**src/logic/gfx_bank_mapper.sv**
```systemverilog
// graphics bank mapper picking offset and mask nibbles by code range
`timescale 1ns/1ps

module gfx_bank_mapper (
    input  logic        clk,
    input  logic        rst,
    input  logic [1:0]  map_in,        // code bits 15:14
    input  logic [15:0] bank_offset,
    input  logic [15:0] bank_mask,
    output logic [3:0]  offset,
    output logic [3:0]  mask
);
    // builder forms (code[15:12] & mask) | offset from these
    always_ff @(posedge clk or posedge rst) begin
        if (rst) begin
            offset <= '0;
            mask   <= '0;
        end else begin
            offset <= bank_offset[{map_in, 2'b00} +: 4];
            mask   <= bank_mask[{map_in, 2'b00} +: 4];
        end
    end

endmodule

```
**config.mk**
```make
export PLATFORM = sky130hd
export DESIGN_NAME = gfx_bank_mapper
export DESIGN_NICKNAME = d
export VERILOG_FILES = /design/src/logic/gfx_bank_mapper.sv
export SDC_FILE = /design/constraint.sdc
export NUM_CORES = 1
export LEC_CHECK = 0
export ABC_AREA = 1
export BUFFER_PORTS_ARGS = -buffer_cell sky130_fd_sc_hd__buf_2
export CORE_AREA = 4 4 45 47
export CTS_CLUSTER_DIAMETER = 150
export DETAILED_ROUTE_END_ITERATION = 10
export DIE_AREA = 0 0 49 51
export PLACE_DENSITY = 0.81
export SYNTH_ARGS = -nofsm -noshare
export SYNTH_HDL_FRONTEND = slang
export SYNTH_SLANG_ARGS = --single-unit
```
**constraint.sdc**
```tcl
create_clock -name clk -period 0.8 [get_ports clk]
set_input_delay 0.12 -clock clk [delete_from_list [all_inputs] [get_ports clk]]
set_output_delay 0.12 -clock clk [all_outputs]
set_load 0.02 [all_outputs]
```
==> results_dict.tcl <==
set metrics [dict create \
    worst_setup_path_end_kind "output pin" \
    placed_cells_incl_taps 160 \
    via_count_of_the_first_global_routing_pass 651 \
    critical_path.top_delay_family "flip-flops" \
    cts_tree "built" \
    drtIter0Drc 10 \
    crit_type "reg2out" \
    grt_overflow 0 \
    rsz0062_at_grt "true" \
    largest_net_degree_at_the_start_of_global_routing 17 \
    critical-path-slowest-cell "dfrtp_1" \
    setup_ws_ns -0.0796 \
    finalCoreUtilization_pct 54.7 \
    transition_at_the_pin_with_the_smallest_max_transition_slack_ns 0.295 \
    drt-vias-per-instance 4.28 \
    setup-tns-final_ns -0.573 \
    internal_power_uw 814 \
    post_synth_inst_count 103 \
    die_width_um 49 \
    cts.reportedPaths.clkPinSlew_ns 0.05 \
    setup_viol 8 \
    pwr-share-comb_pct 34.3 \
    leakagePower_nw 0.629 \
    max-slew-margin-rel_pct 80.3 \
    grt_antenna_before_repair 0 \
    synthesis.nets 139 \
    maxCapViolCount 0 \
    insertedDiodeCount 0 \
    htree_levels 1 \
    detail_route.drc_violations 0 \
    synthToLayoutAreaGrowth_pct 50.7 \
    cts_inserted_buffers 3 \
    drt_first_pass_iters 4 \
    site_row_count 15 \
    crit_buf_inv 1 \
    route.vias.total 702 \
    failed_checks "setup timing" \
    run_status "finished, violations left" \
    power.density_cell_area_nw_per_um2 1290 \
    cp_max_fo 1 \
    place.gp.congestion 0.751 \
    netSwitchingPower_uw 348 \
    die_h_um 51 \
    final_layout_size_suffix_gt1_share_pct 32.7 \
    wire_length_of_the_first_global_routing_pass_um 2640 \
    detail_route.wl_per_cell_um 10.1 \
    nets_final 185 \
    hold_violations 0 \
    detailedPlacementHpwl_um 1330 \
    holdCritPathClass "in2reg" \
    clockBufferDepth 2 \
    fin_crit_ns 0.880 \
    worstPathCellList "buf_6" \
    syn_area_per_cell_sq_um 5.82 \
    cts_root_buf "clkbuf_4" \
    portBuffers 43 \
    drt_wirelength_um 1650 \
    power.switching_fraction_pct 29.9 \
    numClockSinks 8 \
    cp-start-kind "register" \
    start_util_pct 36.3 \
    synth.distinct_cells 8 \
    fin_cells 164 \
    report.power.total_mw 1.16 \
    crit_path_max_incr_delay_ns 0.38 \
    floorplan.die_area_sq_um 2500 \
    filler_cell_count 162 \
    power.share.clock_pct 25.8 \
    period_share_pct 110 \
    worstPathRequired_ns 0.68 \
    cp_data_arrival_time_ns 0.76 \
    max_clock_freq_ghz 1.14 \
    synth_sequential_area_ratio_pct 33.4 \
    ant_nets 0 \
    synth_warnings 0 \
    drv_slew 0 \
    synth_area_sq_um 599 \
    ios 44 \
    flops_latches_synth 8 \
    sequentialPowerShare_pct 39.9 \
    vdd.ir_drop.worst_v 0.000505 \
    grt_util_all_layers_pct 13.2 \
    floorplan.core_area_sq_um 1650 \
]
power groups by stage:
stage / Sequential [mW] / Clock (mW) / Combinational, mW
2_1_floorplan: 0.512 / 0 / 0.152
3_3_place_gp: 0.458 / 0 / 0.340
3_5_place_dp: 0.459 / 0 / 0.348
4_1_cts: 0.462 / 0.309 / 0.399
5_1_grt: 0.468 / 0.315 / 0.436
6_report: 0.463 / 0.300 / 0.398
sequential cells by signal, indices dropped and copies added (netlist names):
name and cells:
offset 4, mask 4
timing repair:
item / 4_1_cts / 5_1_grt
cloned: 0 / 0
buffers inserted: 0 / 0
resized for setup: 16 / 0
endpoints found under the setup margin: 8 / 8
pin swaps: 0 / 0
hold buffers: 1 / 0
hold endpoints to repair: 8 / 0
through the flow:
step	setup WS [ns]	hold slack (ns)	instance area, sq um
after detailed placement	0.0719	0.0767	821
after CTS	-0.0874	0.161	903
final	-0.0796	0.164	903
after global routing	-0.102	0.190	903
after global placement	0.0846	0.0621	821
after floorplan	0.124	-0.0643	599
metal layers:
layer | vias up | GRT usage [%] | share of wire, %
met2 | 37 | 22.6 | 49
met3 | 0 | 2.92 | 9.5
met4 | 0 | 5.38 | 0
li1 | 377 | - | -
met5 | - | 0 | 0
met1 | 288 | 15.9 | 41
cell families (layout without fill, tap and decap cells):
kind of cell           after synthesis  after routing  synth area share (%)
buffers and inverters               39             83                  28.2
flip-flops                           8              8                  33.4
AND/OR/NAND/NOR                     56             56                  38.4
area by class of cell:
class | count | area (sq um) | area share, %
inverter | 35 | 134 | 14.8
sequential | 8 | 200 | 22.2
timing repair buffer | 45 | 295 | 32.7
multi-input combinational | 56 | 230 | 25.5
clock buffer | 3 | 22.5 | 2.49
tap | 17 | 21.3 | 2.35
worst paths after layout:
| check | to | start | cells past startpoint |
|---|---|---|---|
| worst max-delay path | offset[0] | offset[0] | 1 |
| min in group asynchronous | offset[1] | rst | 3 |
| max in group asynchronous | mask[1] | rst | 3 |
| worst min-delay path | offset[1] | bank_offset[5] | 5 |
synth_stat cells (all sizes together):
cell type	count	area share, %
nand2	40	25
buf	4	5.8
inv	35	22
nand3	16	13
dfrtp	8	33
layout by cell type (no fill, tap or decap), drive strengths merged:
master | Yosys | final
clkbuf | 0 | 3
nand3 | 16 | 16
inv | 35 | 35
nand2 | 40 | 40
dlygate4sd3 | 0 | 1
buf | 4 | 44
dfrtp | 8 | 8
Note: power is estimated with default switching activity, not from simulation.
