[src/obj_table/obj_tile_counter.sv]
// tile column, x tile position and line slot counter for the object builder
`timescale 1ns/1ps

module obj_tile_counter #(
    parameter int line_slots = 128
) (
    input  logic                          clk,
    input  logic                          rst,
    input  logic                          clear,
    input  logic                          load_obj,
    input  logic                          step_tile,
    input  logic                          step_slot,
    input  logic [3:0]                    tile_n,
    input  logic                          hflip,
    output logic [3:0]                    tile_col,
    output logic [3:0]                    npos,
    output logic [$clog2(line_slots)-1:0] slot,
    output logic                          last_col,
    output logic                          line_full
);
    localparam int slot_w = $clog2(line_slots);
    localparam logic [slot_w-1:0] slot_last = slot_w'(line_slots - 1);

    always_ff @(posedge clk or posedge rst) begin
        if (rst) begin
            tile_col <= '0;
            npos     <= '0;
            slot     <= '0;
        end else if (clear) begin
            tile_col <= '0;
            npos     <= '0;
            slot     <= '0;
        end else begin
            if (load_obj) begin
                tile_col <= '0;
                npos     <= hflip ? tile_n : 4'd0;   // mirrored objects start at the right
            end else if (step_tile) begin
                tile_col <= tile_col + 4'd1;
                npos     <= hflip ? npos - 4'd1 : npos + 4'd1;
            end
            if (step_slot)
                slot <= slot + 1'b1;
        end
    end

    assign last_col  = tile_col == tile_n;
    assign line_full = slot == slot_last;

endmodule

[config.mk]
export PLATFORM = sky130hd
export DESIGN_NAME = obj_tile_counter
export DESIGN_NICKNAME = d
export VERILOG_FILES = /design/src/obj_table/obj_tile_counter.sv
export SDC_FILE = /design/constraint.sdc
export NUM_CORES = 1
export LEC_CHECK = 0
export ABC_AREA = 1
export ABC_CLOCK_PERIOD_IN_PS = 1920
export BUFFER_PORTS_ARGS = -buffer_cell sky130_fd_sc_hd__buf_4
export CAP_MARGIN = 25
export CORE_MARGIN = 8
export CORE_UTILIZATION = 49
export DETAILED_ROUTE_END_ITERATION = 10
export PLACE_DENSITY_LB_ADDON = 0.08
export RECOVER_POWER = 25
export SLEW_MARGIN = 10
export SYNTH_ARGS = -nofsm -noshare
export SYNTH_HDL_FRONTEND = slang
export SYNTH_SLANG_ARGS = --single-unit
[constraint.sdc]
create_clock -name clk -period 1.92 [get_ports clk]
set_clock_uncertainty 0.15 [all_clocks]
set_input_delay 0.288 -clock clk [delete_from_list [all_inputs] [get_ports clk]]
set_output_delay 0.288 -clock clk [all_outputs]
set_load 0.02 [all_outputs]
==> flow_summary.json <==
{
  "status": "finished clean",
  "cpMostUsedCell": "inv_1",
  "cp_top_family": "flip-flops",
  "synth_cell_type_count": 21,
  "slew_violations": 0,
  "met1_length_mm": 1.02,
  "multiInputGateArea_sq_um": 467,
  "cp-start-kind": "flip-flop",
  "yosysTopAreaCell": "dfrtp_1",
  "die_x_microns": 59.4,
  "portBuffers": 27,
  "wl_met2_mm": 1.00,
  "holdWs_ps": 49.1,
  "cts_buffers": 3,
  "area_delta_synth_final_pct": 28.3,
  "synth_flop_cell": "dfrtp_1",
  "syn_nets": 137,
  "yosys-top-cells-area": "dfrtp_1 41%, nand2_1 10%, inv_1 6.5%",
  "dp.cells": 173,
  "min_path_type": "primary input to flip-flop",
  "power_mw": 0.686,
  "cts_tree": "built",
  "initial_utilization_pct": 52.9,
  "clockBufferDepth": 2,
  "grt_pass1_wl_mm": 3.50,
  "viasPerCell": 4.78,
  "n_fill_cell": 174,
  "gp_congestion": 0.806,
  "instances_no_fill": 178,
  "vdd_drop_max_mv": 0.378,
  "path_cells": "ha_1 -> inv_1 -> nor2_1 -> nand2_1 -> inv_1 -> buf_4",
  "grt_usage_pct": 12.8,
  "synth_edf_count": 0,
  "dr.pass1.iters": 4,
  "required_ps": 1480,
  "rows": 15,
  "pin_count": 28,
  "clk_pin_slew_ps": 100,
  "wl_met3_microns": 93,
  "antennaDiodeCount": 0,
  "cp_max_fo": 4,
  "r2r_setup_slack_ps": 430,
  "antenna_left": 0,
  "design_area_sq_mm": 0.00118,
  "routed_wl_mm": 2.12,
  "wl_per_cell_microns": 11.9,
  "final_nets": 170,
  "slowest_stage": "dfrtp_1",
  "drt_iter0_drc": 14,
  "overflow": 0,
  "syn_inst": 121,
  "worst_pin_slew_ps": 572,
  "layout-drive-gt1-share_pct": 24.2,
  "cp-end-kind": "primary output",
  "clk_latency_ps": 280,
  "rsz0062_at_grt": "false",
  "p_leak_nw": 0.620,
  "cts_root_buffer": "clkbuf_4",
  "synth_common_cells": "25 x nand2_1, 16 x inv_1, 16 x nor2_1",
  "avgSynthCellArea_sq_um": 7.63,
  "core_sq_mm": 0.00175,
  "antenna_found_initial": 0,
  "die_h_microns": 59.4,
  "period_share_pct": 92.0,
  "worstPathArrival_ps": 1330,
  "grt_pass1_vias": 776,
  "seq_area_frac_synth_pct": 40.7,
  "crit_buf_inv": 3,
  "fin_tns_setup_ps": 0,
  "cts_sinks": 15,
  "synthesis.area_sq_um": 923,
  "dp_hpwl_mm": 1.68,
  "max_freq_mhz": 566,
  "min_period_ps": 1770,
  "synth_top_area_share_pct": 40.7,
  "async_reset_ff_share_pct": 100,
  "powerDensity_mw_per_mm2": 579,
  "highest_layer": "met4",
  "synth-seq-cells": 15,
  "cts_resized": 0,
  "finalSetupViolCount": 0,
  "seqCellArea_sq_um": 375,
  "cts_max_level": 1,
  "yosys_warnings": 0,
  "dieArea_sq_mm": 0.00353,
  "max_cap_viol_count": 0,
  "place_area_sq_mm": 0.00116,
  "cpPeakStageDelay_ps": 410,
  "setup_slack_ps": 154,
  "drc": 0,
  "crit_type": "flip-flop to primary output",
  "hold_viol_final": 0,
  "relSlewSlack_pct": 61.8,
  "place_ws_ps": 399,
  "synth_most_common_cell": "nand2_1",
  "vias": 851,
  "postCtsSetupBuffers": 0,
  "cts_hold_buf": 1,
  "grt_max_degree": 16,
  "final_util_pct": 67.9
}
==> worst register-to-register path, stage by stage, from the launching register on <==
cell	delay [ps]
dfrtp_1	430
fa_1	420
nand2_1	80
inv_1	40
o21ai_1	110
nand3_1	80
o21ai_1	110
==> layer usage <==
metal,track usage [%],vias up
met4,4.10,0
met5,0,-
met1,15.7,379
met3,4.56,2
met2,20.0,14
li1,-,456
==> cell families after synthesis <==
| logic type | synth area share (%) |
|---|---|
| AOI/OAI and AO/OA | 12.1 |
| xor gates and xnor gates | 3.79 |
| adders and majority gates | 7.59 |
| buffers and inverters | 7.72 |
| DFF | 40.7 |
| and+or+nand+nor | 28.2 |
==> report_power, final <==
part           switching (mW)  leakage [nW]  internal [mW]
clock network           0.108        0.0177         0.0773
registers              0.0164         0.203          0.329
logic                  0.0884         0.399         0.0673
total                   0.213         0.620          0.474
==> path summary, 6_finish.rpt <==
| check | start | endpoint | depth (start not counted) |
|---|---|---|---|
| max in group asynchronous | rst | slot[1]$_DFFE_PP0P_ | 3 |
| worst min-delay path | clear | tile_col[0]$_DFFE_PP0P_ | 2 |
| min in group asynchronous | rst | npos[0]$_DFFE_PP0P_ | 3 |
| worst max-delay path | slot[1]$_DFFE_PP0P_ | line_full | 6 |
| worst max register to register | npos[0]$_DFFE_PP0P_ | npos[2]$_DFFE_PP0P_ | 6 |
| worst min register to register | slot[4]$_DFFE_PP0P_ | slot[4]$_DFFE_PP0P_ | 1 |
==> layout by cell type (no fill, tap or decap), types with 3 or more instances in the layout <==
cell type   n
nor2_1     17
nand3_1     8
nand2_1    26
ha_1        4
dfrtp_1    15
inv_2       3
inv_1      16
clkbuf_4    4
a21oi_1     8
o21ai_1     4
buf_4      26
o21ai_0     6
==> area by class of cell <==
cell class                      count  area share, %
Clock buffer                        3           1.90
Clock inverter                      1          0.422
Inverter                           19           6.02
Multi-Input combinational cell     87           39.4
Sequential cell                    15           31.7
Tap cell                           25           2.64
Timing Repair Buffer               28           18.0
==> sequential cells by signal, indices dropped and copies added, names as in the netlist <==
register	flops
npos	4
slot	7
tile_col	4
Power figures use the tool's default switching activity.
