[src/common/obj_pkg.sv]
// object line table package with record types, builder states and window limits
package obj_pkg;

    // low attribute byte, copied as a whole into the line entry
    typedef struct packed {
        logic       b7;
        logic       vflip;
        logic       hflip;
        logic [4:0] pal;
    } obj_pal_t;

    typedef struct packed {
        logic [3:0] tile_m;   // height minus one
        logic [3:0] tile_n;   // width minus one
        obj_pal_t   pal_low;  // attribute bits 7:0
    } obj_attr_t;

    typedef struct packed {
        obj_attr_t   attr;
        logic [15:0] code;    // top nibble already bank mapped
        logic [8:0]  y;
        logic [8:0]  x;
    } obj_rec_t;

    typedef struct packed {
        logic [3:0]  zero;
        logic [3:0]  vsub;
        logic [7:0]  pal_low;
        logic [15:0] code;
        logic [15:0] xpos;
    } line_entry_t;

    typedef enum logic [3:0] {
        idle,
        fetch_attr,
        fetch_code,
        fetch_y,
        fetch_x,
        map_code,
        check_zone,
        write_info,
        write_code,
        write_x,
        next_tile,
        fill_info,
        fill_code,
        fill_x
    } obj_state_e;

    typedef enum logic [1:0] {
        word_info = 2'd0,
        word_code = 2'd1,
        word_x    = 2'd2   // word 3 of a slot stays unused
    } line_word_e;

    typedef enum logic [1:0] {
        fw_attr,
        fw_code,
        fw_y,
        fw_x
    } frame_word_e;

    localparam logic [15:0] fill_word  = 16'hffff;
    localparam logic [15:0] x_min      = 16'h0030;
    localparam logic [15:0] x_max      = 16'd448;
    localparam logic [7:0]  end_marker = 8'hff;   // attribute high byte closing the list

endpackage

[src/logic/obj_zone_match.sv]
// vertical zone match giving tile row and sub-line of an object on the current line
`timescale 1ns/1ps

module obj_zone_match (
    input  logic [8:0]        line_sel,
    input  obj_pkg::obj_rec_t obj,
    output logic              inzone,
    output logic [3:0]        tile_row,
    output logic [3:0]        vsub
);
    logic [8:0] diff;   // line distance below the object top, wraps at 512
    logic       vflip;

    assign diff  = line_sel - obj.y;
    assign vflip = obj.attr.pal_low.vflip;

    // covered when diff < 16*(tile_m+1)
    assign inzone = diff[8:4] <= {1'b0, obj.attr.tile_m};

    assign tile_row = vflip ? obj.attr.tile_m - diff[7:4] : diff[7:4];
    assign vsub     = diff[3:0] ^ {4{vflip}};   // upside-down inside the tile too

endmodule

[config.mk]
export PLATFORM = sky130hd
export DESIGN_NAME = obj_zone_match
export DESIGN_NICKNAME = d
export VERILOG_FILES = /design/src/common/obj_pkg.sv /design/src/logic/obj_zone_match.sv
export SDC_FILE = /design/constraint.sdc
export NUM_CORES = 1
export LEC_CHECK = 0
export ABC_AREA = 1
export BUFFER_PORTS_ARGS = -buffer_cell sky130_fd_sc_hd__buf_2
export CORE_MARGIN = 2
export CORE_UTILIZATION = 38
export DETAILED_ROUTE_END_ITERATION = 7
export PLACE_DENSITY = 0.81
export SYNTH_ARGS = -nofsm -noshare
export SYNTH_HDL_FRONTEND = slang
export SYNTH_SLANG_ARGS = --single-unit
[constraint.sdc]
create_clock -name vclk -period 2.54
set_input_delay 0 -clock vclk [all_inputs]
set_output_delay 0 -clock vclk [all_outputs]
set_load 0.03 [all_outputs]
==> run_results.csv <==
group,metric,value,unit
run_status,status,"complete, no violations",
finish,fin_area,965,um^2
critical_path,crit_top_cell,"inv_1",
floorplanning,die_area,0.00219,mm^2
synth,ys_types,22,
global_route,grt_pass1_wl,2.49,mm
drt,drt-initial-drc-count,8,
synth,synth_area_per_cell,6.16,um^2
floorplanning,row_count,15,
sta,setup_viol,0,
global_route,grt_max_degree,10,
sta,max_slew_margin,83.5,%
worst_hold_path,hp-class,"input port to primary output",
power_and_ir_drop,powerDensity,379,mW/mm^2
finish,drive_above_1_share,34.5,%
sta,min_period,2.38,ns
floorplanning,die_h,46.8,um
critical_path,crit_required,2.54,ns
placement,post-place-ws,0.00797,ns
global_route,antenna_found_initial,0,
drt,postRouteAntennaNets,0,
sta,drv_slew,0,
sta,fmax,420,MHz
critical_path,cp_max_fo,5,
global_route,grt-ovfl-total,0,
finish,seq_cell_count,0,
critical_path,cp_num_cells,16,
synth,yosysSeqAreaShare,0,%
drt,post_drt_wl_per_cell,9.53,um
synth,synth.area.top_cells,"ha_1 27%, inv_1 17%, nand2_1 13%, xor2_1 6.3%, xnor2_1 5.0%",
power_and_ir_drop,power,0.365,mW
sta,fin_tns_setup,0,ns
synth,yosysWarnings,0,
finish,diodes,0,
synth,synth_top_area_share,27.0,%
placement,dp_hpwl,1.40,mm
drt,route.detailed.drc,0,
synth,synth_area,696,um^2
placement,dp.cells,171,
synth,yosysTopAreaCell,"ha_1",
critical_path,crit_start,"line_sel[0]",
critical_path,critPathSlowestCell,"fa_2",
global_route,grt_util_all_layers,14.7,%
critical_path,worstSetupPathType,"input port to primary output",
sta,final.setup.worst_slack,0.159,ns
floorplanning,ios,68,
finish,instances_no_fill,173,
finish,postLayoutCoreUtil,55.9,%
power_and_ir_drop,p_leak,0.592,nW
floorplanning,fp.dieW,46.8,um
drt,vias_per_cell,4.67,
critical_path,critPathBufInv,5,
critical_path,worstSetupStartpointType,"input port",
placement,io_buffers,32,
sta,worst_pin_slew,0.248,ns
drt,finalWirelength,1.65,mm
floorplanning,fp.coreArea,0.00173,mm^2
critical_path,crit_chain,"buf_2 > inv_1 > ha_1 > fa_2 > o21ai_2 > a21oi_2 > or2_1 > nand2_2 > inv_1 > ha_2 > nand3_1 > nor2_1 > o32ai_2 > inv_1 > nor2_1 > buf_4",
critical_path,endpoint_kind,"primary output",
drt,dr.pass1.iters,3,
critical_path,path_delay_family,"adder cells",
synth,synth_nets,188,
worst_hold_path,holdPathStages,4,
critical_path,cp.arrival,2.38,ns
finish,area_growth_syn_to_layout,38.7,%
power_and_ir_drop,ir_drop,0.172,mV
drt,via_count,808,
sta,timing.final.crit_share,93.7,%
critical_path,cpPeakStageDelay,0.37,ns
placement,detailed_place.area,897,um^2
global_route,grt_pass1_vias,697,
finish,clkbuf_count,0,
floorplanning,start_util,40.3,%
sta,hold_viol,0,
finish,nFillCells,179,
synth,syn_inst,113,
placement,place_congestion,0.789,
sta,hold_ws,0.451,ns
finish,regArea,0,um^2
finish,nets,225,
job,max-cap-violations,0,
worst_hold_path,min-delay-start,"obj[9]",
timing repair:
item / CTS / global route
endpoints found under the setup margin: 0 / 2
setup buffers: 0 / 2
hold buffers: 0 / 0
resized for setup: 0 / 9
per-layer routing:
metal / GRT usage [%] / share of wire [%] / routed length (um) / vias to the layer above
met5: 0 / 0 / 0 / -
met4: 1.67 / 1.0 / 17 / 0
met3: 0 / 3.5 / 58 / 2
met2: 30.1 / 57 / 938 / 19
met1: 17.3 / 39 / 635 / 367
li1: - / - / - / 420
power breakdown:
group	total [mW]	switching, mW	leakage (nW)	internal, mW
clock network	0	0	0	0
logic	0.365	0.218	0.592	0.147
registers	0	0	0	0
path summary, 6_finish.rpt:
path	end
max	inzone
min	vsub[0]
placed cells by master (no fill, tap or decap):
master	count
a21oi_2	1
nand2_2	3
o32ai_2	1
a31oi_1	2
nand3_1	5
or2_1	1
buf_2	31
nand4_1	1
and2_1	1
xnor2_1	4
inv_1	31
nand3b_1	1
nor2_1	4
nand3_2	3
buf_4	5
a21oi_1	4
fa_2	1
ha_2	1
ha_1	11
xor2_1	5
o21ai_2	2
nand2_1	24
o21ai_0	1
o21ai_1	2
ha_4	3
synthesized netlist by cell type:
master     n
a21oi_2    1
xor2_1     5
ha_1      15
o32ai_1    1
xnor2_1    4
o21ai_0    1
or2_1      1
nor2_1     4
o21ai_2    2
inv_1     31
a21oi_1    4
buf_2      1
nand3_2    3
and2_1     1
fa_1       1
nand2_1   24
nand3_1    5
nand3b_1   1
nand2_2    3
o21ai_1    2
a31oi_1    2
nand4_1    1
cell type report:
type | instances | area [um^2] | share of cell area [%]
tap | 25 | 31.3 | 3.24
timing repair buffer | 36 | 193 | 20.0
multi-input combinational | 81 | 624 | 64.7
inverter | 31 | 116 | 12.1
logic make-up (layout without fill, tap and decap cells):
| logic type | Yosys count | after routing | synth area share [%] |
|---|---|---|---|
| AO/OA/AOI/OAI | 13 | 13 | 11.9 |
| XOR/XNOR | 9 | 9 | 11.3 |
| adder cells (fa/ha/maj) | 16 | 16 | 29.9 |
| buffers and inverters | 32 | 67 | 17.4 |
| AND/OR/NAND/NOR | 43 | 43 | 29.5 |
Power figures use the tool's default switching activity.
