--- config.mk ---
export PLATFORM = sky130hd
export DESIGN_NAME = obj_code_expand
export DESIGN_NICKNAME = d
export VERILOG_FILES = /design/src/common/obj_pkg.sv /design/src/logic/obj_code_expand.sv
export SDC_FILE = /design/constraint.sdc
export NUM_CORES = 1
export LEC_CHECK = 0
export BUFFER_PORTS_ARGS = -buffer_cell sky130_fd_sc_hd__buf_4
export CAP_MARGIN = 20
export CORE_MARGIN = 1.5
export CORE_UTILIZATION = 32
export DETAILED_ROUTE_END_ITERATION = 7
export GPL_ROUTABILITY_DRIVEN = 0
export GPL_TIMING_DRIVEN = 0
export PLACE_DENSITY = 0.91
export SETUP_SLACK_MARGIN = 0.05
export SLEW_MARGIN = 20
export SYNTH_ARGS = -nofsm -noshare
export SYNTH_HDL_FRONTEND = slang
export SYNTH_SLANG_ARGS = --single-unit
--- constraint.sdc ---
create_clock -name vclk -period 4.1
set_input_delay 0.615 -clock vclk [all_inputs]
set_output_delay 0.615 -clock vclk [all_outputs]
set_load 0.05 [all_outputs]
--- src/common/obj_pkg.sv ---
// object line table package with record types, builder states and window limits
package obj_pkg;

    // low attribute byte, copied as a whole into the line entry
    typedef struct packed {
        logic       b7;
        logic       vflip;
        logic       hflip;
        logic [4:0] pal;
    } obj_pal_t;

    typedef struct packed {
        logic [3:0] tile_m;   // height minus one
        logic [3:0] tile_n;   // width minus one
        obj_pal_t   pal_low;  // attribute bits 7:0
    } obj_attr_t;

    typedef struct packed {
        obj_attr_t   attr;
        logic [15:0] code;    // top nibble already bank mapped
        logic [8:0]  y;
        logic [8:0]  x;
    } obj_rec_t;

    typedef struct packed {
        logic [3:0]  zero;
        logic [3:0]  vsub;
        logic [7:0]  pal_low;
        logic [15:0] code;
        logic [15:0] xpos;
    } line_entry_t;

    typedef enum logic [3:0] {
        idle,
        fetch_attr,
        fetch_code,
        fetch_y,
        fetch_x,
        map_code,
        check_zone,
        write_info,
        write_code,
        write_x,
        next_tile,
        fill_info,
        fill_code,
        fill_x
    } obj_state_e;

    typedef enum logic [1:0] {
        word_info = 2'd0,
        word_code = 2'd1,
        word_x    = 2'd2   // word 3 of a slot stays unused
    } line_word_e;

    typedef enum logic [1:0] {
        fw_attr,
        fw_code,
        fw_y,
        fw_x
    } frame_word_e;

    localparam logic [15:0] fill_word  = 16'hffff;
    localparam logic [15:0] x_min      = 16'h0030;
    localparam logic [15:0] x_max      = 16'd448;
    localparam logic [7:0]  end_marker = 8'hff;   // attribute high byte closing the list

endpackage

--- src/logic/obj_code_expand.sv ---
// per-tile code and effective x for one line entry of a multi-tile object
`timescale 1ns/1ps

module obj_code_expand (
    input  obj_pkg::obj_rec_t     obj,
    input  logic [3:0]            tile_row,
    input  logic [3:0]            tile_col,
    input  logic [3:0]            npos,
    input  logic [3:0]            vsub,
    output obj_pkg::line_entry_t  entry,
    output logic                  visible
);
    import obj_pkg::*;

    always_comb begin
        entry.zero    = 4'd0;
        entry.vsub    = vsub;
        entry.pal_low = obj.attr.pal_low;
        // row and column each wrap inside their own nibble
        entry.code    = {obj.code[15:8], obj.code[7:4] + tile_row, obj.code[3:0] + tile_col};
        entry.xpos    = {7'd0, obj.x} + {8'd0, npos, 4'd0};
    end

    assign visible = (entry.xpos > x_min) && (entry.xpos < x_max);

endmodule

==> results of run 1 <==
-- worst max-delay path, stage by stage --
cell,delay [ns]
buf_4,0.11
ha_1,0.21
fa_1,0.43
xor2_2,0.23
or4b_1,0.48
a211oi_2,0.26
a311oi_1,0.08
buf_4,0.20
-- cells in the final DEF, fill, tap and decap left out --
cell type and count:
a211oi_2 1, a21o_1 2, a21o_2 1, a21oi_1 5, a311oi_1 1, a31oi_1 1, and3_1 1, and3_2 1
buf_4 102, conb_1 10, fa_1 3, ha_1 10, inv_1 13, nand3_1 1, nor2_1 1, o211ai_1 1
o21ai_0 1, or2_1 1, or4_2 1, or4b_1 1, xnor2_1 5, xor2_1 2, xor2_2 1
-- cell type report --
cell class | count | area [µm²]
Fill cell | 175 | 737
Tap cell | 27 | 33.8
Multi-Input combinational cell | 51 | 437
Inverter | 13 | 48.8
Timing Repair Buffer | 68 | 510
Buffer | 34 | 255
-- per-layer routing --
metal | up-vias | global-route usage (%) | share of wire, %
li1 | 400 | - | -
met1 | 359 | 13.1 | 28
met2 | 55 | 36.2 | 62
met3 | 0 | 1.82 | 9.8
met4 | 0 | 0 | 0
met5 | - | 0 | 0
-- Yosys cell counts, types with 2 or more instances --
library cell / count
a21o_1: 2
ha_1: 10
inv_1: 13
xor2_1: 2
xnor2_1: 5
buf_4: 34
fa_1: 3
a21oi_1: 5
-- report_power, final --
part	internal [mW]	total, mW	switching (mW)
logic	0.110	0.313	0.203
clock network	0	0	0
registers	0	0	0
-- worst max-delay path by stage --
| stage | to | slack (ns) | startpoint |
|---|---|---|---|
| global placement | visible | 0.92 | obj[4] |
| CTS | visible | 0.88 | obj[4] |
| finish | visible | 0.87 | obj[4] |
| floorplan | visible | 0.32 | obj[4] |
| global route | visible | 0.76 | obj[4] |
| detailed placement | visible | 0.88 | obj[4] |
-- cell families (layout without fill, tap and decap cells) --
logic type	Yosys count	count (layout)
other	1	10
buffers and inverters	47	115
XOR/XNOR	8	8
AND/OR/NAND/NOR	7	7
adder cells (fa/ha/maj)	13	13
AO/OA/AOI/OAI	13	13
-- per-stage QoR --
step,setup slack (ns),hold WS [ns],instance area (µm²),power [mW],std cells
6_report,0.866,1.48,1280,0.313,193
5_1_grt,0.765,1.49,1280,0.329,193
4_1_cts,0.878,1.48,1280,0.314,193
3_5_place_dp,0.884,1.48,1280,0.314,193
3_3_place_gp,0.922,1.48,1280,0.307,193
2_1_floorplan,0.321,1.40,741,0.227,98
==> flow_summary.toml, run 1 <==
[synthesis]
synth_top_family_by_area = "buffers and inverters"
synth_compound_area_share_pct = 12.6
synth_mux_area_share_pct = 0
synth_cell_types = 23
synth.top_cell.area_share_pct = 36.1
yosys.area.top_type = "buf_4"
avgSynthCellArea_um2 = 7.94
netlist_top_cells_area = "buf_4 (36%), ha_1 (18%), fa_1 (8.5%)"
synthCells = 89
syn_area_um2 = 707
synth_xor_area_share_pct = 11.0
synth_fa_ha_area_share_pct = 26.2
ys_warn_count = 0
synthSimpleGateAreaFrac_pct = 6.73
ys_seq_area_share_pct = 0

[route]
wl_um = 1980
drt-pass1-iter-count = 4
post_drt_wl_per_cell_um = 10.3
drtIter0Drc = 1
vias = 814
ant_nets = 0
drc = 0
viasPerCell = 4.22

[global_routing]
grt_pass1_vias = 793
grt_pass1_wl_um = 3070
antenna_found_initial = 0
grt_max_degree = 5
grt_usage_pct = 15.3
grt-ovfl-total = 0

[pwr]
p_leak_nw = 0.772
pwr_density_cell_nw_per_um2 = 244
max-vdd-ir-drop_mv = 0.161

[worst_setup_path]
end_kind = "output pin"
cp.required_ns = 3.48
worstPathArrival_ns = 2.62
crit_type = "in -> out"
cp-start-kind = "input port"
cp_max_fo = 4

[run]
cap_violations = 0

[status]
status = "completed"

[worst_hold_path]
whs_path_depth = 2
min_to = "entry[29]"
hold_start = "obj[31]"
hold_path.class = "in -> out"

[sta]
max_freq_mhz = 309
setup-tns-final_ns = 0
setup_viol = 0
maxSlewViolCount = 0
finalHoldViolCount = 0
fin_crit_sh_pct = 78.9
rsz0062_at_grt = "false"
min_period_ns = 3.23

[final_layout]
nFlopsAndLatches = 0
regArea_um2 = 0
clkbuf_count = 0
area_growth_syn_to_layout_pct = 81.8
drive_above_1_share_pct = 64.5
nets = 247
final_util_pct = 63.6
n_antenna_cell = 0

[die]
dieWidth_um = 50
placeableCoreArea_um2 = 2020
ioPinCount = 115
fp-row-count = 16
start_util_pct = 35.0
die-area_um2 = 2500
dieHeight_um = 50

[clock_tree]
ctsHoldBuffers = 0
postCtsSetupBuffers = 0
cts_resized = 0

[placement]
dpl.hpwl_um = 1890
io_buffer_count = 68
(Power assumes the default switching activity.)
==> inputs of run 2 (changes only) <==
--- a/config.mk
+++ b/config.mk
@@ -8,11 +8,11 @@
 export BUFFER_PORTS_ARGS = -buffer_cell sky130_fd_sc_hd__buf_4
 export CAP_MARGIN = 20
 export CORE_MARGIN = 1.5
-export CORE_UTILIZATION = 32
+export CORE_UTILIZATION = 27
 export DETAILED_ROUTE_END_ITERATION = 7
 export GPL_ROUTABILITY_DRIVEN = 0
 export GPL_TIMING_DRIVEN = 0
-export PLACE_DENSITY = 0.91
+export PLACE_DENSITY = 0.82
 export SETUP_SLACK_MARGIN = 0.05
 export SLEW_MARGIN = 20
 export SYNTH_ARGS = -nofsm -noshare
==> constraint.sdc (replaced) <==
create_clock -name vclk -period 2.75
set_input_delay 0.4125 -clock vclk [all_inputs]
set_output_delay 0.4125 -clock vclk [all_outputs]
set_load 0.05 [all_outputs]
==> run 2 against run 1 <==
  * Core utilization shrank 8.2 points
  * Routed wire length shrank 2.9%
  * Global-route usage shrank 3.6 points
  * Combinational power grew 58%
  * Hold slack lost 0.40 ns
  * Total power grew 58%
  * First-iteration DRC count grew to 4.0 times the previous value
  * Critical endpoint unchanged
  * Largest cell class unchanged
  * Largest power group unchanged
==> flow_summary.toml, run 2 (same netlist as run 1, synthesis figures left out) <==
[global_routing]
grt_usage_pct = 11.7
grt_pass1_vias = 690
grt_max_degree = 5
antenna_found_initial = 0
grt-ovfl-total = 0
grt_pass1_wl_um = 2640

[placement]
dpl.hpwl_um = 1810
dp_worst_setup_slack_ns = -0.0241
place_area_um2 = 1320
dp_cells = 196
io_buffer_count = 68

[route]
drc = 0
wl_um = 1920
viasPerCell = 4.09
post_drt_wl_per_cell_um = 9.71
ant_nets = 0
drtIter0Drc = 4
drt-pass1-iter-count = 4
vias = 810

[pwr]
total_power_uw = 496
clockPowerShare_pct = 0
p_int_uw = 182
share_seq_of_total_power_pct = 0
p_leak_nw = 0.791
power_switching_uw = 313
swShare_pct = 63.3
pwr_density_cell_nw_per_um2 = 362
max-vdd-ir-drop_mv = 0.200
pwr-share-comb_pct = 100.0

[sta]
finalHoldViolCount = 0
min_period_ns = 2.66
setup-tns-final_ns = 0
max_freq_mhz = 376
maxSlewViolCount = 0
setup_slack_ns = 0.0883
setup_viol = 0
rsz0062_at_grt = "true"
fin_crit_sh_pct = 96.8

[final_layout]
area_growth_syn_to_layout_pct = 93.8
drive_above_1_share_pct = 67.3
clkbuf_count = 0
nets = 249
layout.cells.non_filler = 198
n_fill_cell = 236
regArea_um2 = 0
nFlopsAndLatches = 0
layout_common_cells = "buf_4 (101), inv_1 (13), conb_1 (10), ha_1 (9)"
n_antenna_cell = 0
final_common_cell = "buf_4"
fin_area_um2 = 1370

[worst_setup_path]
cp_max_fo = 2
slowest_delay_ns = 0.49
crit_type = "in -> out"
slowest_stage = "or4b_4"
cp-start-kind = "input port"
end_kind = "output pin"
cp.required_ns = 2.34
worstPathArrival_ns = 2.25
crit_chain = "buf_6, ha_4, fa_2, xor2_4, or4b_4, a211oi_4, a311oi_4, buf_6"
cp_common_cell = "buf_6"

[die]
fp-row-count = 18
die-area_um2 = 2930
dieHeight_um = 54.2
start_util_pct = 28.5
ioPinCount = 115
dieWidth_um = 54.2
placeableCoreArea_um2 = 2480

[worst_hold_path]
hold_start = "obj[40]"
min_to = "entry[38]"
whs_path_depth = 2
hold_path.class = "in -> out"

[run]
cap_violations = 0

[status]
status = "completed"
[run 2: worst max path at each step]
stage / startpoint / end / slack, ns / depth (start not counted)
floorplan: obj[4] / visible / 0.05 / 6
global placement: obj[4] / visible / 0.006 / 8
detailed placement: obj[4] / visible / -0.02 / 8
CTS: obj[4] / visible / 0.08 / 8
global route: npos[0] / visible / 0.04 / 8
finish: npos[0] / visible / 0.09 / 8
[run 2: critical path, delay by kind of cell]
kind | cells | cell delay (ns)
adders and majority gates | 2 | 0.56
and+or+nand+nor | 1 | 0.49
buffers and inverters | 2 | 0.28
xor gates and xnor gates | 1 | 0.18
AOI/OAI and AO/OA | 2 | 0.32
[run 2: layout make-up]
type | instances | area [µm²] | area share, %
multi-input cells | 51 | 492 | 35.9
plain buffers | 34 | 255 | 18.6
inverters | 13 | 48.8 | 3.56
repair buffers | 70 | 537 | 39.2
well taps | 30 | 37.5 | 2.74
[run 2: through the flow]
step,hold slack (ns),util [%]
CTS,1.08,54.3
detailed placement,1.08,53.4
global route,1.08,55.3
finish,1.08,55.3
floorplan,0.992,-
global placement,1.08,53.4
[run 2: repair_timing]
item	CTS	global route
buffers inserted	1	1
hold buffers	0	0
resized for setup	3	3
pin swaps	3	5
hold endpoints to repair	0	0
endpoints found under the setup margin	1	1
[run 2: layer usage]
metal	GRT usage, %	routed length [µm]
met5	0	0
met4	0	0
met3	0.278	157
met2	26.9	1220
met1	11.4	548
[run 2: power groups by stage]
stage	Sequential (mW)	Clock (mW)	Combinational [mW]
6_report	0	0	0.496
5_1_grt	0	0	0.523
4_1_cts	0	0	0.494
3_5_place_dp	0	0	0.481
3_3_place_gp	0	0	0.473
2_1_floorplan	0	0	0.354
==> inputs of run 3 (changes only) <==
--- a/config.mk
+++ b/config.mk
@@ -7,12 +7,13 @@
 export LEC_CHECK = 0
 export BUFFER_PORTS_ARGS = -buffer_cell sky130_fd_sc_hd__buf_4
 export CAP_MARGIN = 20
+export CORE_ASPECT_RATIO = 1.25
 export CORE_MARGIN = 1.5
 export CORE_UTILIZATION = 27
 export DETAILED_ROUTE_END_ITERATION = 7
 export GPL_ROUTABILITY_DRIVEN = 0
 export GPL_TIMING_DRIVEN = 0
-export PLACE_DENSITY = 0.82
+export PLACE_DENSITY_LB_ADDON = 0.12
 export SETUP_SLACK_MARGIN = 0.05
 export SLEW_MARGIN = 20
 export SYNTH_ARGS = -nofsm -noshare
==> run 3 against run 2 <==
  * Die area barely moved
  * Fmax rose by 1.8%
  * Non-clock buffer count did not move
  * Hold slack about the same
  * Critical endpoint unchanged
  * Sequential share of layout area unchanged
  * Via count is 4.4% lower
  * Highest routed layer unchanged
  * Global-route usage shrank 1.1 points
==> flow_summary.toml, run 3 (same netlist as run 1, synthesis figures left out) <==
[placement]
dp_cells = 199
dpl.hpwl_um = 1590
io_buffer_count = 68

[worst_hold_path]
min_to = "entry[27]"
hold_start = "obj[29]"
whs_path_depth = 2
hold_path.class = "in -> out"

[global_routing]
grt_pass1_vias = 667
grt_usage_pct = 10.5
grt-ovfl-total = 0
antenna_found_initial = 0
grt_max_degree = 5
grt_pass1_wl_um = 2620

[pwr]
share_seq_of_total_power_pct = 0
pwr-share-comb_pct = 100.0
max-vdd-ir-drop_mv = 0.229
p_int_uw = 177
swShare_pct = 63.4
pwr_density_cell_nw_per_um2 = 359
power_switching_uw = 306
total_power_uw = 483
p_leak_nw = 0.786
clockPowerShare_pct = 0

[final_layout]
layout_common_cells = "buf_4 (103), inv_1 (13), conb_1 (10), ha_1 (9)"
n_fill_cell = 242
clkbuf_count = 0
drive_above_1_share_pct = 66.7
regArea_um2 = 0
nFlopsAndLatches = 0
multiInputGateArea_um2 = 470
layout.cells.non_filler = 201
nets = 249
n_antenna_cell = 0
final_util_pct = 54.8
final_common_cell = "buf_4"
area_growth_syn_to_layout_pct = 90.3

[sta]
whs_ns = 1.08
finalHoldViolCount = 0
setup_viol = 0
max_freq_mhz = 382
rsz0062_at_grt = "false"
min_period_ns = 2.62
fin_crit_sh_pct = 95.1
maxSlewViolCount = 0

[route]
drtIter0Drc = 0
wl_um = 1710
vias = 774
drt-pass1-iter-count = 1
ant_nets = 0
drc = 0
viasPerCell = 3.85
post_drt_wl_per_cell_um = 8.50

[worst_setup_path]
slowest_delay_ns = 0.46
cp_max_fo = 2
crit_type = "in -> out"
worstSetupStartpoint = "obj[4]"
cp-start-kind = "input port"
worstPathArrival_ns = 2.20
cp.required_ns = 2.34
crit_chain = "buf_4, ha_2, fa_2, xor2_4, or4b_1, a211oi_2, a311oi_4, buf_6"
slowest_stage = "or4b_1"
end_kind = "output pin"

[die]
dieWidth_um = 48.8
die-area_um2 = 2940
dieHeight_um = 60.2
placeableCoreArea_um2 = 2450
fp-row-count = 20
start_util_pct = 28.8
ioPinCount = 115

[run]
cap_violations = 0

[status]
status = "completed"
## run 3: changes by cell type in the layout (fill, tap and decap cells not counted)
cell	delta
or4b_1	+1
buf_6	-2
ha_4	-1
or4b_4	-1
ha_2	+1
buf_4	+2
a211oi_2	+1
a211oi_4	-1
## run 3: layout make-up
cell class         instances  share of cell area (%)
repair buffers            70                    39.3
multi-input cells         51                    35.0
plain buffers             34                    19.0
inverters                 13                    3.63
well taps                 33                    3.07
## run 3: power by group through the flow
stage	registers [mW]	clock network [mW]	logic, mW
floorplan	0	0	0.354
detailed placement	0	0	0.478
global route	0	0	0.511
global placement	0	0	0.474
CTS	0	0	0.487
finish	0	0	0.483
## run 3: worst max-delay path, delay by kind of cell
kind                       cells  cell delay [ns]
AOI/OAI and AO/OA              2             0.33
and+or+nand+nor                1             0.46
adders and majority gates      2             0.56
xor gates and xnor gates       1             0.15
buffers and inverters          2             0.28
## run 3: through the flow
stage          cell area, µm²  worst slack (ns)  setup TNS [ns]
3_5_place_dp             1330           -0.0115         -0.0115
6_report                 1350             0.135               0
3_3_place_gp             1330          -0.00738        -0.00738
2_1_floorplan             774            0.0549               0
4_1_cts                  1350            0.0726               0
5_1_grt                  1350            0.0552               0
## run 3: repair_timing
item / 4_1_cts / 5_1_grt
buffers inserted: 2 / 0
pin swaps: 3 / 1
gates resized for setup: 1 / 0
endpoints found under the setup margin: 1 / 1
cloned: 0 / 0
hold buffers: 0 / 0
## run 3: per-layer routing
layer	track usage, %	up-vias	wire length (µm)
met4	0	0	0
met2	22.3	55	915
met5	0	-	0
met1	11.9	316	600
met3	1.00	0	192
li1	-	403	-
## run 3: worst max path at each step
stage | to | cells after the start
after global placement | visible | 8
after detailed placement | visible | 8
after global routing | visible | 8
after CTS | visible | 8
after floorplan | visible | 6
final | visible | 8
