### config.mk
export PLATFORM = sky130hd
export DESIGN_NAME = obj_line_fsm
export DESIGN_NICKNAME = d
export VERILOG_FILES = /design/src/common/obj_pkg.sv /design/src/obj_table/obj_line_fsm.sv
export SDC_FILE = /design/constraint.sdc
export NUM_CORES = 1
export LEC_CHECK = 0
export ABC_AREA = 1
export BUFFER_PORTS_ARGS = -buffer_cell sky130_fd_sc_hd__buf_2
export CORE_MARGIN = 1.5
export CORE_UTILIZATION = 57
export CTS_CLUSTER_DIAMETER = 50
export DETAILED_ROUTE_END_ITERATION = 12
export PLACE_DENSITY = 0.81
export SYNTH_ARGS = -nofsm -noshare
export SYNTH_HDL_FRONTEND = slang
export SYNTH_SLANG_ARGS = --single-unit
### constraint.sdc
create_clock -name clk -period 16.1 [get_ports clk]
set_input_delay 3.22 -clock clk [delete_from_list [all_inputs] [get_ports clk]]
set_output_delay 3.22 -clock clk [all_outputs]
set_load 0.05 [all_outputs]
### src/common/obj_pkg.sv
// object line table package with record types, builder states and window limits
package obj_pkg;

    // low attribute byte, copied as a whole into the line entry
    typedef struct packed {
        logic       b7;
        logic       vflip;
        logic       hflip;
        logic [4:0] pal;
    } obj_pal_t;

    typedef struct packed {
        logic [3:0] tile_m;   // height minus one
        logic [3:0] tile_n;   // width minus one
        obj_pal_t   pal_low;  // attribute bits 7:0
    } obj_attr_t;

    typedef struct packed {
        obj_attr_t   attr;
        logic [15:0] code;    // top nibble already bank mapped
        logic [8:0]  y;
        logic [8:0]  x;
    } obj_rec_t;

    typedef struct packed {
        logic [3:0]  zero;
        logic [3:0]  vsub;
        logic [7:0]  pal_low;
        logic [15:0] code;
        logic [15:0] xpos;
    } line_entry_t;

    typedef enum logic [3:0] {
        idle,
        fetch_attr,
        fetch_code,
        fetch_y,
        fetch_x,
        map_code,
        check_zone,
        write_info,
        write_code,
        write_x,
        next_tile,
        fill_info,
        fill_code,
        fill_x
    } obj_state_e;

    typedef enum logic [1:0] {
        word_info = 2'd0,
        word_code = 2'd1,
        word_x    = 2'd2   // word 3 of a slot stays unused
    } line_word_e;

    typedef enum logic [1:0] {
        fw_attr,
        fw_code,
        fw_y,
        fw_x
    } frame_word_e;

    localparam logic [15:0] fill_word  = 16'hffff;
    localparam logic [15:0] x_min      = 16'h0030;
    localparam logic [15:0] x_max      = 16'd448;
    localparam logic [7:0]  end_marker = 8'hff;   // attribute high byte closing the list

endpackage

### src/obj_table/obj_line_fsm.sv
// object line builder FSM walking the frame table and sequencing line writes
`timescale 1ns/1ps

module obj_line_fsm #(
    parameter int frame_objs = 256
) (
    input  logic                            clk,
    input  logic                            rst,
    input  logic                            start,
    input  logic                            flip,
    input  logic [8:0]                      vrender,
    input  logic [15:0]                     frame_data,
    input  logic [3:0]                      offset,
    input  logic [3:0]                      mask,
    input  logic                            inzone,
    input  logic                            visible,
    input  logic                            last_col,
    input  logic                            line_full,
    output logic [$clog2(frame_objs)+1:0]   frame_addr,
    output obj_pkg::obj_rec_t               obj,
    output logic [8:0]                      line_sel,
    output logic [1:0]                      map_in,
    output logic                            cnt_clear,
    output logic                            load_obj,
    output logic                            step_tile,
    output logic                            step_slot,
    output logic                            wr_en,
    output obj_pkg::line_word_e             wr_word,
    output logic                            wr_bank,
    output logic                            fill,
    output logic                            done
);
    import obj_pkg::*;

    localparam int idx_w = $clog2(frame_objs);

    obj_state_e  state;
    obj_rec_t    prev;          // record before obj, for the repeat check
    obj_attr_t   attr_q;
    logic [15:0] raw_code;      // code before bank mapping
    logic [8:0]  y_q;
    logic        first;
    logic        last_obj;
    logic        repeated;
    logic        end_list;
    logic        skip;

    assign last_obj = frame_addr[idx_w+1:2] == idx_w'(frame_objs - 1);
    assign repeated = obj == prev;
    assign end_list = {obj.attr.tile_m, obj.attr.tile_n} == end_marker;
    assign skip     = !first && (repeated || !inzone);
    assign map_in   = raw_code[15:14];
    assign wr_bank  = line_sel[0];

    always_comb begin
        cnt_clear = state == idle;
        load_obj  = state == check_zone;   // counter ready for write_info
        step_tile = 1'b0;
        step_slot = 1'b0;
        wr_en     = 1'b0;
        wr_word   = word_info;
        fill      = 1'b0;
        case (state)
            write_info: wr_en = 1'b1;
            write_code: begin
                wr_en   = 1'b1;
                wr_word = word_code;
            end
            write_x: begin
                wr_en   = 1'b1;
                wr_word = word_x;
            end
            next_tile: begin
                step_slot = visible && !line_full;    // off-window entries reuse the slot
                step_tile = !last_col && !(visible && line_full);
            end
            fill_info: begin
                wr_en = 1'b1;
                fill  = 1'b1;
            end
            fill_code: begin
                wr_en   = 1'b1;
                fill    = 1'b1;
                wr_word = word_code;
            end
            fill_x: begin
                wr_en     = 1'b1;
                fill      = 1'b1;
                wr_word   = word_x;
                step_slot = !line_full;
            end
            default: ;
        endcase
    end

    always_ff @(posedge clk or posedge rst) begin
        if (rst) begin
            state      <= idle;
            frame_addr <= '0;
            line_sel   <= '0;
            first      <= 1'b1;
            done       <= 1'b0;
        end else begin
            done <= 1'b0;
            case (state)
                idle: if (start) begin
                    state      <= fetch_attr;
                    frame_addr <= '0;
                    first      <= 1'b1;
                    line_sel   <= vrender ^ {1'b0, {8{flip}}};
                end
                fetch_attr: begin
                    frame_addr[1:0] <= fw_code;
                    state           <= fetch_code;
                end
                fetch_code: begin
                    frame_addr[1:0] <= fw_y;
                    state           <= fetch_y;
                end
                fetch_y: begin
                    frame_addr[1:0] <= fw_x;
                    state           <= fetch_x;
                end
                fetch_x:  state <= map_code;     // mapper result lands next cycle
                map_code: state <= check_zone;
                check_zone: begin
                    first <= 1'b0;
                    if (end_list) begin
                        state <= fill_info;
                    end else if (!skip) begin
                        state <= write_info;
                    end else if (last_obj) begin
                        state <= fill_info;
                    end else begin
                        frame_addr <= {frame_addr[idx_w+1:2] + 1'b1, fw_attr};
                        state      <= fetch_attr;
                    end
                end
                write_info: state <= write_code;
                write_code: state <= write_x;
                write_x:    state <= next_tile;
                next_tile: begin
                    if (visible && line_full) begin
                        state <= idle;          // no slot left to fill
                        done  <= 1'b1;
                    end else if (!last_col) begin
                        state <= write_info;
                    end else if (last_obj) begin
                        state <= fill_info;
                    end else begin
                        frame_addr <= {frame_addr[idx_w+1:2] + 1'b1, fw_attr};
                        state      <= fetch_attr;
                    end
                end
                fill_info: state <= fill_code;
                fill_code: state <= fill_x;
                fill_x: begin
                    if (line_full) begin
                        state <= idle;
                        done  <= 1'b1;
                    end else begin
                        state <= fill_info;
                    end
                end
                default: state <= idle;
            endcase
        end
    end

    // frame words show up one state after their address
    always_ff @(posedge clk) begin
        case (state)
            fetch_code: attr_q   <= frame_data;
            fetch_y:    raw_code <= frame_data;
            fetch_x:    y_q      <= frame_data[8:0];
            map_code: begin
                prev     <= obj;
                obj.attr <= attr_q;
                obj.code <= {(raw_code[15:12] & mask) | offset, raw_code[11:0]};
                obj.y    <= y_q;
                obj.x    <= frame_data[8:0];
            end
            default: ;
        endcase
    end

    a_no_write_idle: assert property (@(posedge clk) disable iff (rst)
        state == idle |-> !wr_en);

endmodule

==> results.yml, run 1 <==
global_routing:
  overflow: 0
  grt_start_max_net_pins: 70
  grt_util_all_layers_pct: 21.0
  antenna_found_initial: 0
  grt_pass1_vias: 4107
  grt_pass1_wl_um: 20100
synth:
  avgSynthCellArea_um2: 12.3
  syn_inst: 546
  synth_nets: 588
  yosys_warnings: 0
  syn_area_mm2: 0.00672
  ys_types: 35
  synthMuxAreaShare_pct: 0.168
  ys_seq_area_share_pct: 72.3
  synth_top_family_by_area: "simple AND/OR/NAND/NOR gates"
  synthXorXnorAreaFrac_pct: 4.43
  ys_ff_latch: 166
  yosys.area_share.simple_pct: 15.4
  synthAdderAreaFrac_pct: 0.186
  synth_compound_area_share_pct: 2.90
routing:
  drc: 0
  ant_nets: 0
  vias_per_cell: 5.04
  drt_iter0_drc: 240
  dr.pass1.iters: 5
  wl_per_cell_um: 15.0
  drt-total-wl_um: 12600
  num_vias: 4222
sta:
  finalHoldViolCount: 0
  setup_viol: 0
  fin_setup_tns_ns: 0
  finalCritPeriodShare_pct: 45.7
  slew_violations: 0
  worstMarginPinSlew_ns: 1.11
  rsz0062_at_grt: "no"
  fin_crit_ns: 7.36
  fmax_mhz: 136
  slew_headroom_pct: 25.8
  finClkSkew_ns: 0.00825
critical_path:
  arrival_ns: 4.14
  cp_max_fo: 4
  crit_type: "input pin to output pin"
  cp_data_required_time_ns: 12.88
  cp-start-kind: "input pin"
  endpoint_kind: "output pin"
cells_and_area:
  nNetsFinal: 723
  area_growth_pct: 19.7
  fin_util_pct: 70.2
  num_antenna_cells: 0
  drive_gt1_share_pct: 25.6
placed_design:
  gp_congestion: 0.851
  io_buffers: 121
  dpl.hpwl_um: 8890
cts:
  cts_root_buffer: "clkbuf_16"
  path_clk_slew_ns: 0.06
  cts_resized: 0
  cts_buffer_depth: 2
  ctsHoldBuffers: 0
  tritoncts: "built"
  cts.sinks: 166
  post-cts-setup-buffers: 0
  h-tree-depth: 4
  insertion_delay_ns: 0.41
  numCtsBuffers: 17
power_and_ir_drop:
  ir_drop_mv: 0.120
  p_leak_nw: 3.45
  powerDensity_mw_per_mm2: 177
die:
  die_area_mm2: 0.0125
  die_width_um: 112
  die_h_um: 112
  core_area_mm2: 0.0115
  fp-row-count: 39
  io-pin-count: 122
  initial_utilization_pct: 58.6
flow_run:
  cap_violations: 0
hold_path:
  hp-class: "register to register"
outcome:
  outcome: "completed"
[through the flow]
stage,hold slack [ns],std cells,power [mW],worst slack [ns],cell area [um^2]
after CTS,0.419,837,1.44,8.75,8050
after detailed placement,0.405,805,1.05,8.75,7490
after floorplan,0.400,546,0.955,8.31,6720
final,0.418,837,1.43,8.74,8050
after global routing,0.422,837,1.49,8.67,8050
after global placement,0.401,805,1.04,8.79,7490
[kinds of logic after synthesis]
group / Yosys count
simple gates: 241
flops: 166
buf+inv: 74
xor+xnor: 34
compound gates: 29
mux: 1
fa+ha+maj: 1
[state kept, by name (all words and copies together), names as in the netlist]
signal,flops
state,4
obj,50
frame_addr,10
raw_code,16
first,1
attr_q,16
prev,50
y_q,9
line_sel,9
done,1
[worst paths after layout]
path | startpoint | end | slack (ns) | cells after the start
min in group asynchronous | rst | line_sel[8] | 3.01 | 2
max | line_full | step_tile | 8.74 | 4
max in group asynchronous | rst | frame_addr[1] | 12.53 | 2
min reg2reg | y_q[3] | obj[12] | 0.42 | 0
min | y_q[3] | obj[12] | 0.42 | 0
max reg2reg | state[2] | prev[43] | 13.38 | 5
[layout by cell type (no fill, tap or decap), types with 5 or more instances in the layout]
cell type     n
buf_2       121
edfxtp_1    141
nand3_1      14
nor2_1       66
clkinv_1      5
clkbuf_16    17
clkinvlp_4    5
inv_1        59
inv_2         5
o21ai_0      13
nor2_2        5
dfrtp_1      24
xnor2_1      32
a21oi_1       6
nand2_1     135
[cell type report]
class | instances | area [um^2]
Clock buffer | 18 | 429
Clock inverter | 14 | 134
Sequential cell | 166 | 4860
Fill cell | 818 | 3420
Multi-Input combinational cell | 306 | 1570
Inverter | 68 | 265
Tap cell | 143 | 179
Timing Repair Buffer | 122 | 613
[where the power goes]
group | switching [mW] | internal, mW | total (mW)
Sequential | 0.0533 | 0.588 | 0.641
Clock | 0.156 | 0.226 | 0.382
Combinational | 0.309 | 0.0936 | 0.403
Total | 0.519 | 0.908 | 1.43
[cell usage after synthesis]
library cell,number,area (um^2)
edfxtp_1,141,4230
nand2_1,135,507
nor2_1,69,259
inv_1,59,221
xnor2_1,32,280
dfrtp_1,24,601
nand3_1,14,70.1
o21ai_0,13,65.1
a21oi_1,6,30.0
inv_2,5,18.8
a21o_1,4,30.0
inv_4,4,25.0
nand4_1,4,25.0
buf_4,3,22.5
nor2_2,3,18.8
nor2_8,3,60.1
nor3_1,3,15.0
or2_2,3,18.8
a31oi_1,2,12.5
nand2_4,2,22.5
nor2_4,2,22.5
xor2_1,2,17.5
a2111oi_0,1,8.76
buf_1,1,3.75
buf_6,1,11.3
clkbuf_1,1,3.75
dfstp_2,1,26.3
ha_1,1,12.5
mux2_2,1,11.3
nand2_2,1,6.26
nor3b_1,1,7.51
nor4_1,1,6.26
o21ai_4,1,16.3
o221ai_4,1,26.3
o22ai_1,1,6.26
[worst max-delay path, cell delays in order]
cell     delay [ns]
buf_2          0.11
nand2_1        0.10
nor3b_1        0.37
buf_2          0.34
[layer usage]
| layer | vias up | track usage [%] | wire length, um |
|---|---|---|---|
| li1 | 2072 | - | - |
| met1 | 1988 | 26.8 | 5350 |
| met3 | 13 | 5.44 | 706 |
| met4 | 0 | 5.32 | 94 |
| met2 | 149 | 36.1 | 6400 |
| met5 | - | 0 | 0 |
Note: power is estimated with default switching activity, not from simulation.
==> run 2: changes to the inputs <==
- CORE_UTILIZATION: 57 -> 50
- PLACE_DENSITY: 0.81 -> 0.76
- clock period: 16.1 -> 6.4 ns (I/O delays scaled with it)
==> run 2 against run 1 <==
- power rose to 2.5 times the previous value
- routed wire length down 0.23%
- combinational power grew to 2.5 times the previous value
- die area is 14% higher
- clock-buffer cell count increased by 1
- sequential share of layout area decreased by 0.35 points
- largest power group unchanged
==> results.yml, run 2 (synthesized netlist as in run 1, its figures left out) <==
sta:
  fin_crit_ns: 3.50
  finClkSkew_ns: 0.00831
  slew_violations: 0
  finalCritPeriodShare_pct: 54.7
  finalHoldViolCount: 0
  worstMarginPinSlew_ns: 1.13
  fmax_mhz: 286
  slew_headroom_pct: 24.2
  rsz0062_at_grt: "no"
  setup_viol: 0
  fin_setup_tns_ns: 0
cts:
  cts_root_buffer: "clkbuf_16"
  numCtsBuffers: 17
  post-cts-setup-buffers: 0
  tritoncts: "built"
  path_clk_slew_ns: 0.06
  cts_resized: 0
  ctsHoldBuffers: 0
  cts_buffer_depth: 2
  insertion_delay_ns: 0.42
  cts.sinks: 166
  h-tree-depth: 4
placed_design:
  dpl.hpwl_um: 8750
  placed_area_mm2: 0.00753
  gp_congestion: 0.811
  dp.cells: 838
  io_buffers: 121
cells_and_area:
  fin_util_pct: 61.4
  drive_gt1_share_pct: 25.9
  top_regs: "obj (50), prev (50)"
  layout_common_cells: "edfxtp_1, nand2_1, buf_2, nor2_1, inv_1"
  fin_cells: 868
  fill_cells: 1037
  nNetsFinal: 723
  num_antenna_cells: 0
  final_common_cell: "edfxtp_1"
  area_growth_pct: 20.4
  finalInstanceArea_mm2: 0.00810
global_routing:
  overflow: 0
  use_met1_pct: 23.3
  met3_usage_pct: 5.41
  grt_pass1_vias: 4040
  antenna_found_initial: 0
  grt_pass1_wl_um: 19800
  grt_start_max_net_pins: 62
  met2_usage_pct: 30.5
  grt.busiest_layer: "met2"
  grt_util_all_layers_pct: 18.6
routing:
  vias_per_cell: 4.81
  dr.pass1.iters: 4
  wl_per_cell_um: 14.4
  drt-total-wl_um: 12500
  num_vias: 4172
  drc: 0
  ant_nets: 0
  drt_iter0_drc: 349
flow_run:
  cap_violations: 0
critical_path:
  slowest_delay_ns: 0.38
  worstPathCellList: "buf_2 -> nand2_1 -> nor3b_1 -> buf_2"
  worstReg2RegEnd: "prev[5]"
  timing.rr.start: "state[2]"
  r2r_cells: 5
  critPathLaunch: "line_full"
  cp_max_fo: 4
  crit_type: "input pin to output pin"
  worst-path-buf-inv: 2
  r2r_slack_ns: 3.61
  slowest_stage: "nor3b_1"
  cp_data_required_time_ns: 5.12
  endpoint_kind: "output pin"
  cp-start-kind: "input pin"
  worst_path_most_repeated_cell: "buf_2"
  path_delay_family: "simple AND/OR/NAND/NOR gates"
  arrival_ns: 2.22
die:
  die_area_mm2: 0.0142
  fp-row-count: 42
  io-pin-count: 122
  initial_utilization_pct: 51.0
  core_area_mm2: 0.0132
  die_width_um: 119
  die_h_um: 119
hold_path:
  hp-class: "register to register"
  whs_endpoint: "obj[34]"
  min_from: "attr_q[0]"
  hold_depth: 0
power_and_ir_drop:
  intPower_mw: 2.32
  p_switching_mw: 1.29
  powerDensity_mw_per_mm2: 446
  p_sw_share_pct: 35.8
  seq_power_share_pct: 44.6
  clkPwrFrac_pct: 27.4
  p_leak_nw: 3.47
  ir_drop_mv: 0.294
  p_comb_share_pct: 28.1
  total_power_mw: 3.61
outcome:
  outcome: "completed"
## run 2: cell count changes in the layout (fill, tap and decap cells not counted), moves of 2 or more
cell	before	now
clkinv_2	0	5
clkinv_1	5	1
clkinvlp_4	5	1
inv_6	2	0
## run 2: per-layer routing
layer | vias up | part of all wire, % | wire length [um]
li1 | 2065 | - | -
met1 | 1976 | 45 | 5600
met2 | 115 | 48 | 6070
met3 | 16 | 5.2 | 652
met4 | 0 | 1.6 | 197
met5 | - | 0 | 0
## run 2: layout make-up
type	count	area, um^2	area share (%)
flip-flops and latches	166	4860	60.0
multi-input cells	306	1570	19.4
repair buffers	122	613	7.57
clock buffers	19	433	5.35
inverters	68	265	3.28
well taps	176	220	2.72
clock inverters	11	135	1.67
## run 2: power groups by stage
| stage | Sequential, mW | Clock (mW) | Combinational (mW) |
|---|---|---|---|
| final | 1.61 | 0.989 | 1.01 |
| after global routing | 1.64 | 1.04 | 1.09 |
| after CTS | 1.61 | 1.01 | 1.02 |
| after detailed placement | 1.63 | 0 | 1.02 |
| after global placement | 1.62 | 0 | 1.01 |
| after floorplan | 1.92 | 0 | 0.481 |
## run 2: worst max-delay path by stage
stage | end | slack (ns) | depth (start not counted)
after floorplan | obj[0] | 1.00 | 4
after global placement | step_tile | 2.96 | 4
after detailed placement | step_tile | 2.94 | 4
after CTS | step_tile | 2.93 | 4
after global routing | step_tile | 2.87 | 4
final | step_tile | 2.90 | 4
## run 2: stage by stage
step                      setup WS, ns  hold slack (ns)
final                             2.90            0.412
after global routing              2.87            0.418
after CTS                         2.93            0.413
after detailed placement          2.94            0.405
after global placement            2.96            0.401
after floorplan                   1.00            0.400
==> run 3: changes to the inputs <==
- clock period: 6.4 -> 2.8 ns (I/O delays scaled with it)
==> run 3 against run 2 <==
- clock skew grew 0.0013 ns
- non-clock buffer count grew 6
- cell count grew 0.69%
- routed wire length grew 4.4%
- utilization grew 0.37 points
- sequential power grew 130%
- worst setup slack lost 2.6 ns
- sequential cell count is the same
- global-route usage grew 0.48 points
- critical endpoint is now wr_en
- clock-buffer cell count grew 2
- power grew 130%
- register-to-register slack lost 2.9 ns
- highest routed layer unchanged
==> results.yml, run 3 (synthesized netlist as in run 1, its figures left out) <==
placed_design:
  dp.cells: 844
  dpl.hpwl_um: 9350
  io_buffers: 121
  gp_congestion: 0.846
  placed_area_mm2: 0.00760
cells_and_area:
  layout_common_cells: "edfxtp_1, nand2_1, buf_2, nor2_1, inv_1"
  fill_cells: 1035
  finalInstanceArea_mm2: 0.00814
  drive_gt1_share_pct: 26.4
  top_regs: "obj (50), prev (50)"
  area_growth_pct: 21.1
  final_common_cell: "edfxtp_1"
  num_antenna_cells: 0
  fin_cells: 874
  nNetsFinal: 729
critical_path:
  cp_max_fo: 5
  cp_data_required_time_ns: 2.24
  timing.rr.start: "obj[44]"
  r2r_slack_ns: 0.71
  arrival_ns: 1.93
  cp-start-kind: "register"
  worstReg2RegEnd: "frame_addr[9]"
  endpoint_kind: "output pin"
  crit_type: "register to output pin"
  r2r_cells: 14
sta:
  fin_hold_ws_ns: 0.335
  setup_viol: 0
  fmax_mhz: 401
  worstMarginPinSlew_ns: 0.988
  fin_crit_ns: 2.49
  slew_headroom_pct: 34.1
  slew_violations: 0
  rsz0062_at_grt: "no"
  finClkSkew_ns: 0.00960
  finalCritPeriodShare_pct: 89.0
  finalHoldViolCount: 0
  fin_setup_tns_ns: 0
routing:
  dr.pass1.iters: 5
  drc: 0
  ant_nets: 0
  vias_per_cell: 4.87
  num_vias: 4257
  drt_iter0_drc: 286
  wl_per_cell_um: 15.0
  drt-total-wl_um: 13100
power_and_ir_drop:
  p_leak_nw: 3.49
  ir_drop_mv: 0.578
  powerDensity_mw_per_mm2: 1010
global_routing:
  grt_start_max_net_pins: 60
  antenna_found_initial: 0
  grt_pass1_wl_um: 20500
  grt_util_all_layers_pct: 19.1
  overflow: 0
  grt_pass1_vias: 4146
cts:
  path_clk_slew_ns: 0.06
  ctsHoldBuffers: 0
  numCtsBuffers: 17
  tritoncts: "built"
  post-cts-setup-buffers: 0
  h-tree-depth: 4
  cts.sinks: 166
  cts_resized: 0
  cts_buffer_depth: 2
  insertion_delay_ns: 0.41
  cts_root_buffer: "clkbuf_16"
flow_run:
  cap_violations: 0
die:
  core_area_mm2: 0.0132
  initial_utilization_pct: 51.0
  io-pin-count: 122
  fp-row-count: 42
  die_h_um: 119
  die_width_um: 119
  die_area_mm2: 0.0142
hold_path:
  hp-class: "input pin to register"
  hold_depth: 1
  whs_endpoint: "attr_q[11]"
  min_from: "frame_data[11]"
outcome:
  outcome: "completed"
run 3: cell types whose count changed in the layout (fill, tap and decap cells not counted), sizes merged:
cell      before  now
clkinv         7    4
clkinvlp       1    3
bufinv         3    2
clkbuf        19   21
buf          122  128
run 3: cell type report:
| type | instances | area, um^2 | area share (%) |
|---|---|---|---|
| Clock buffer | 21 | 440 | 5.41 |
| Clock inverter | 9 | 106 | 1.31 |
| Inverter | 68 | 265 | 3.26 |
| Multi-Input combinational cell | 306 | 1570 | 19.3 |
| Sequential cell | 166 | 4860 | 59.7 |
| Tap cell | 176 | 220 | 2.70 |
| Timing Repair Buffer | 128 | 683 | 8.39 |
run 3: worst max path at each step:
stage,slack (ns),endpoint,startpoint,cells after the start
after global routing,0.15,step_slot,state[1],8
after global placement,0.76,step_tile,line_full,4
after floorplan,0.23,obj[0],state[2],4
final,0.31,wr_en,state[2],6
after detailed placement,0.70,frame_addr[3],obj[44],14
after CTS,0.30,wr_en,state[0],7
run 3: stage by stage:
| step | setup WS, ns | power [mW] | util (%) |
|---|---|---|---|
| final | 0.308 | 8.24 | 61.7 |
| after global routing | 0.152 | 8.63 | 61.7 |
| after CTS | 0.303 | 8.31 | 61.7 |
| after detailed placement | 0.698 | 6.13 | 57.6 |
| after global placement | 0.764 | 6.06 | 57.6 |
| after floorplan | 0.229 | 5.46 | - |
run 3: worst max-delay path: stages (launching register included):
cell and delay, ns:
dfrtp_1 0.44, inv_2 0.05, nor2_1 0.16, inv_2 0.12, o21ai_0 0.32, or2_2 0.17
buf_2 0.25
run 3: routing by layer:
metal	up-vias	GRT usage (%)	share of wire [%]
li1	2082	-	-
met1	2031	24.2	43
met2	131	31.9	50
met3	13	4.65	5.3
met4	0	7.38	1.2
met5	-	0	0
run 3: power breakdown:
group | switching [mW] | leakage, nW | total (mW) | internal [mW]
Clock | 0.880 | 0.259 | 2.18 | 1.30
Combinational | 1.79 | 1.62 | 2.39 | 0.595
Sequential | 0.304 | 1.61 | 3.67 | 3.37
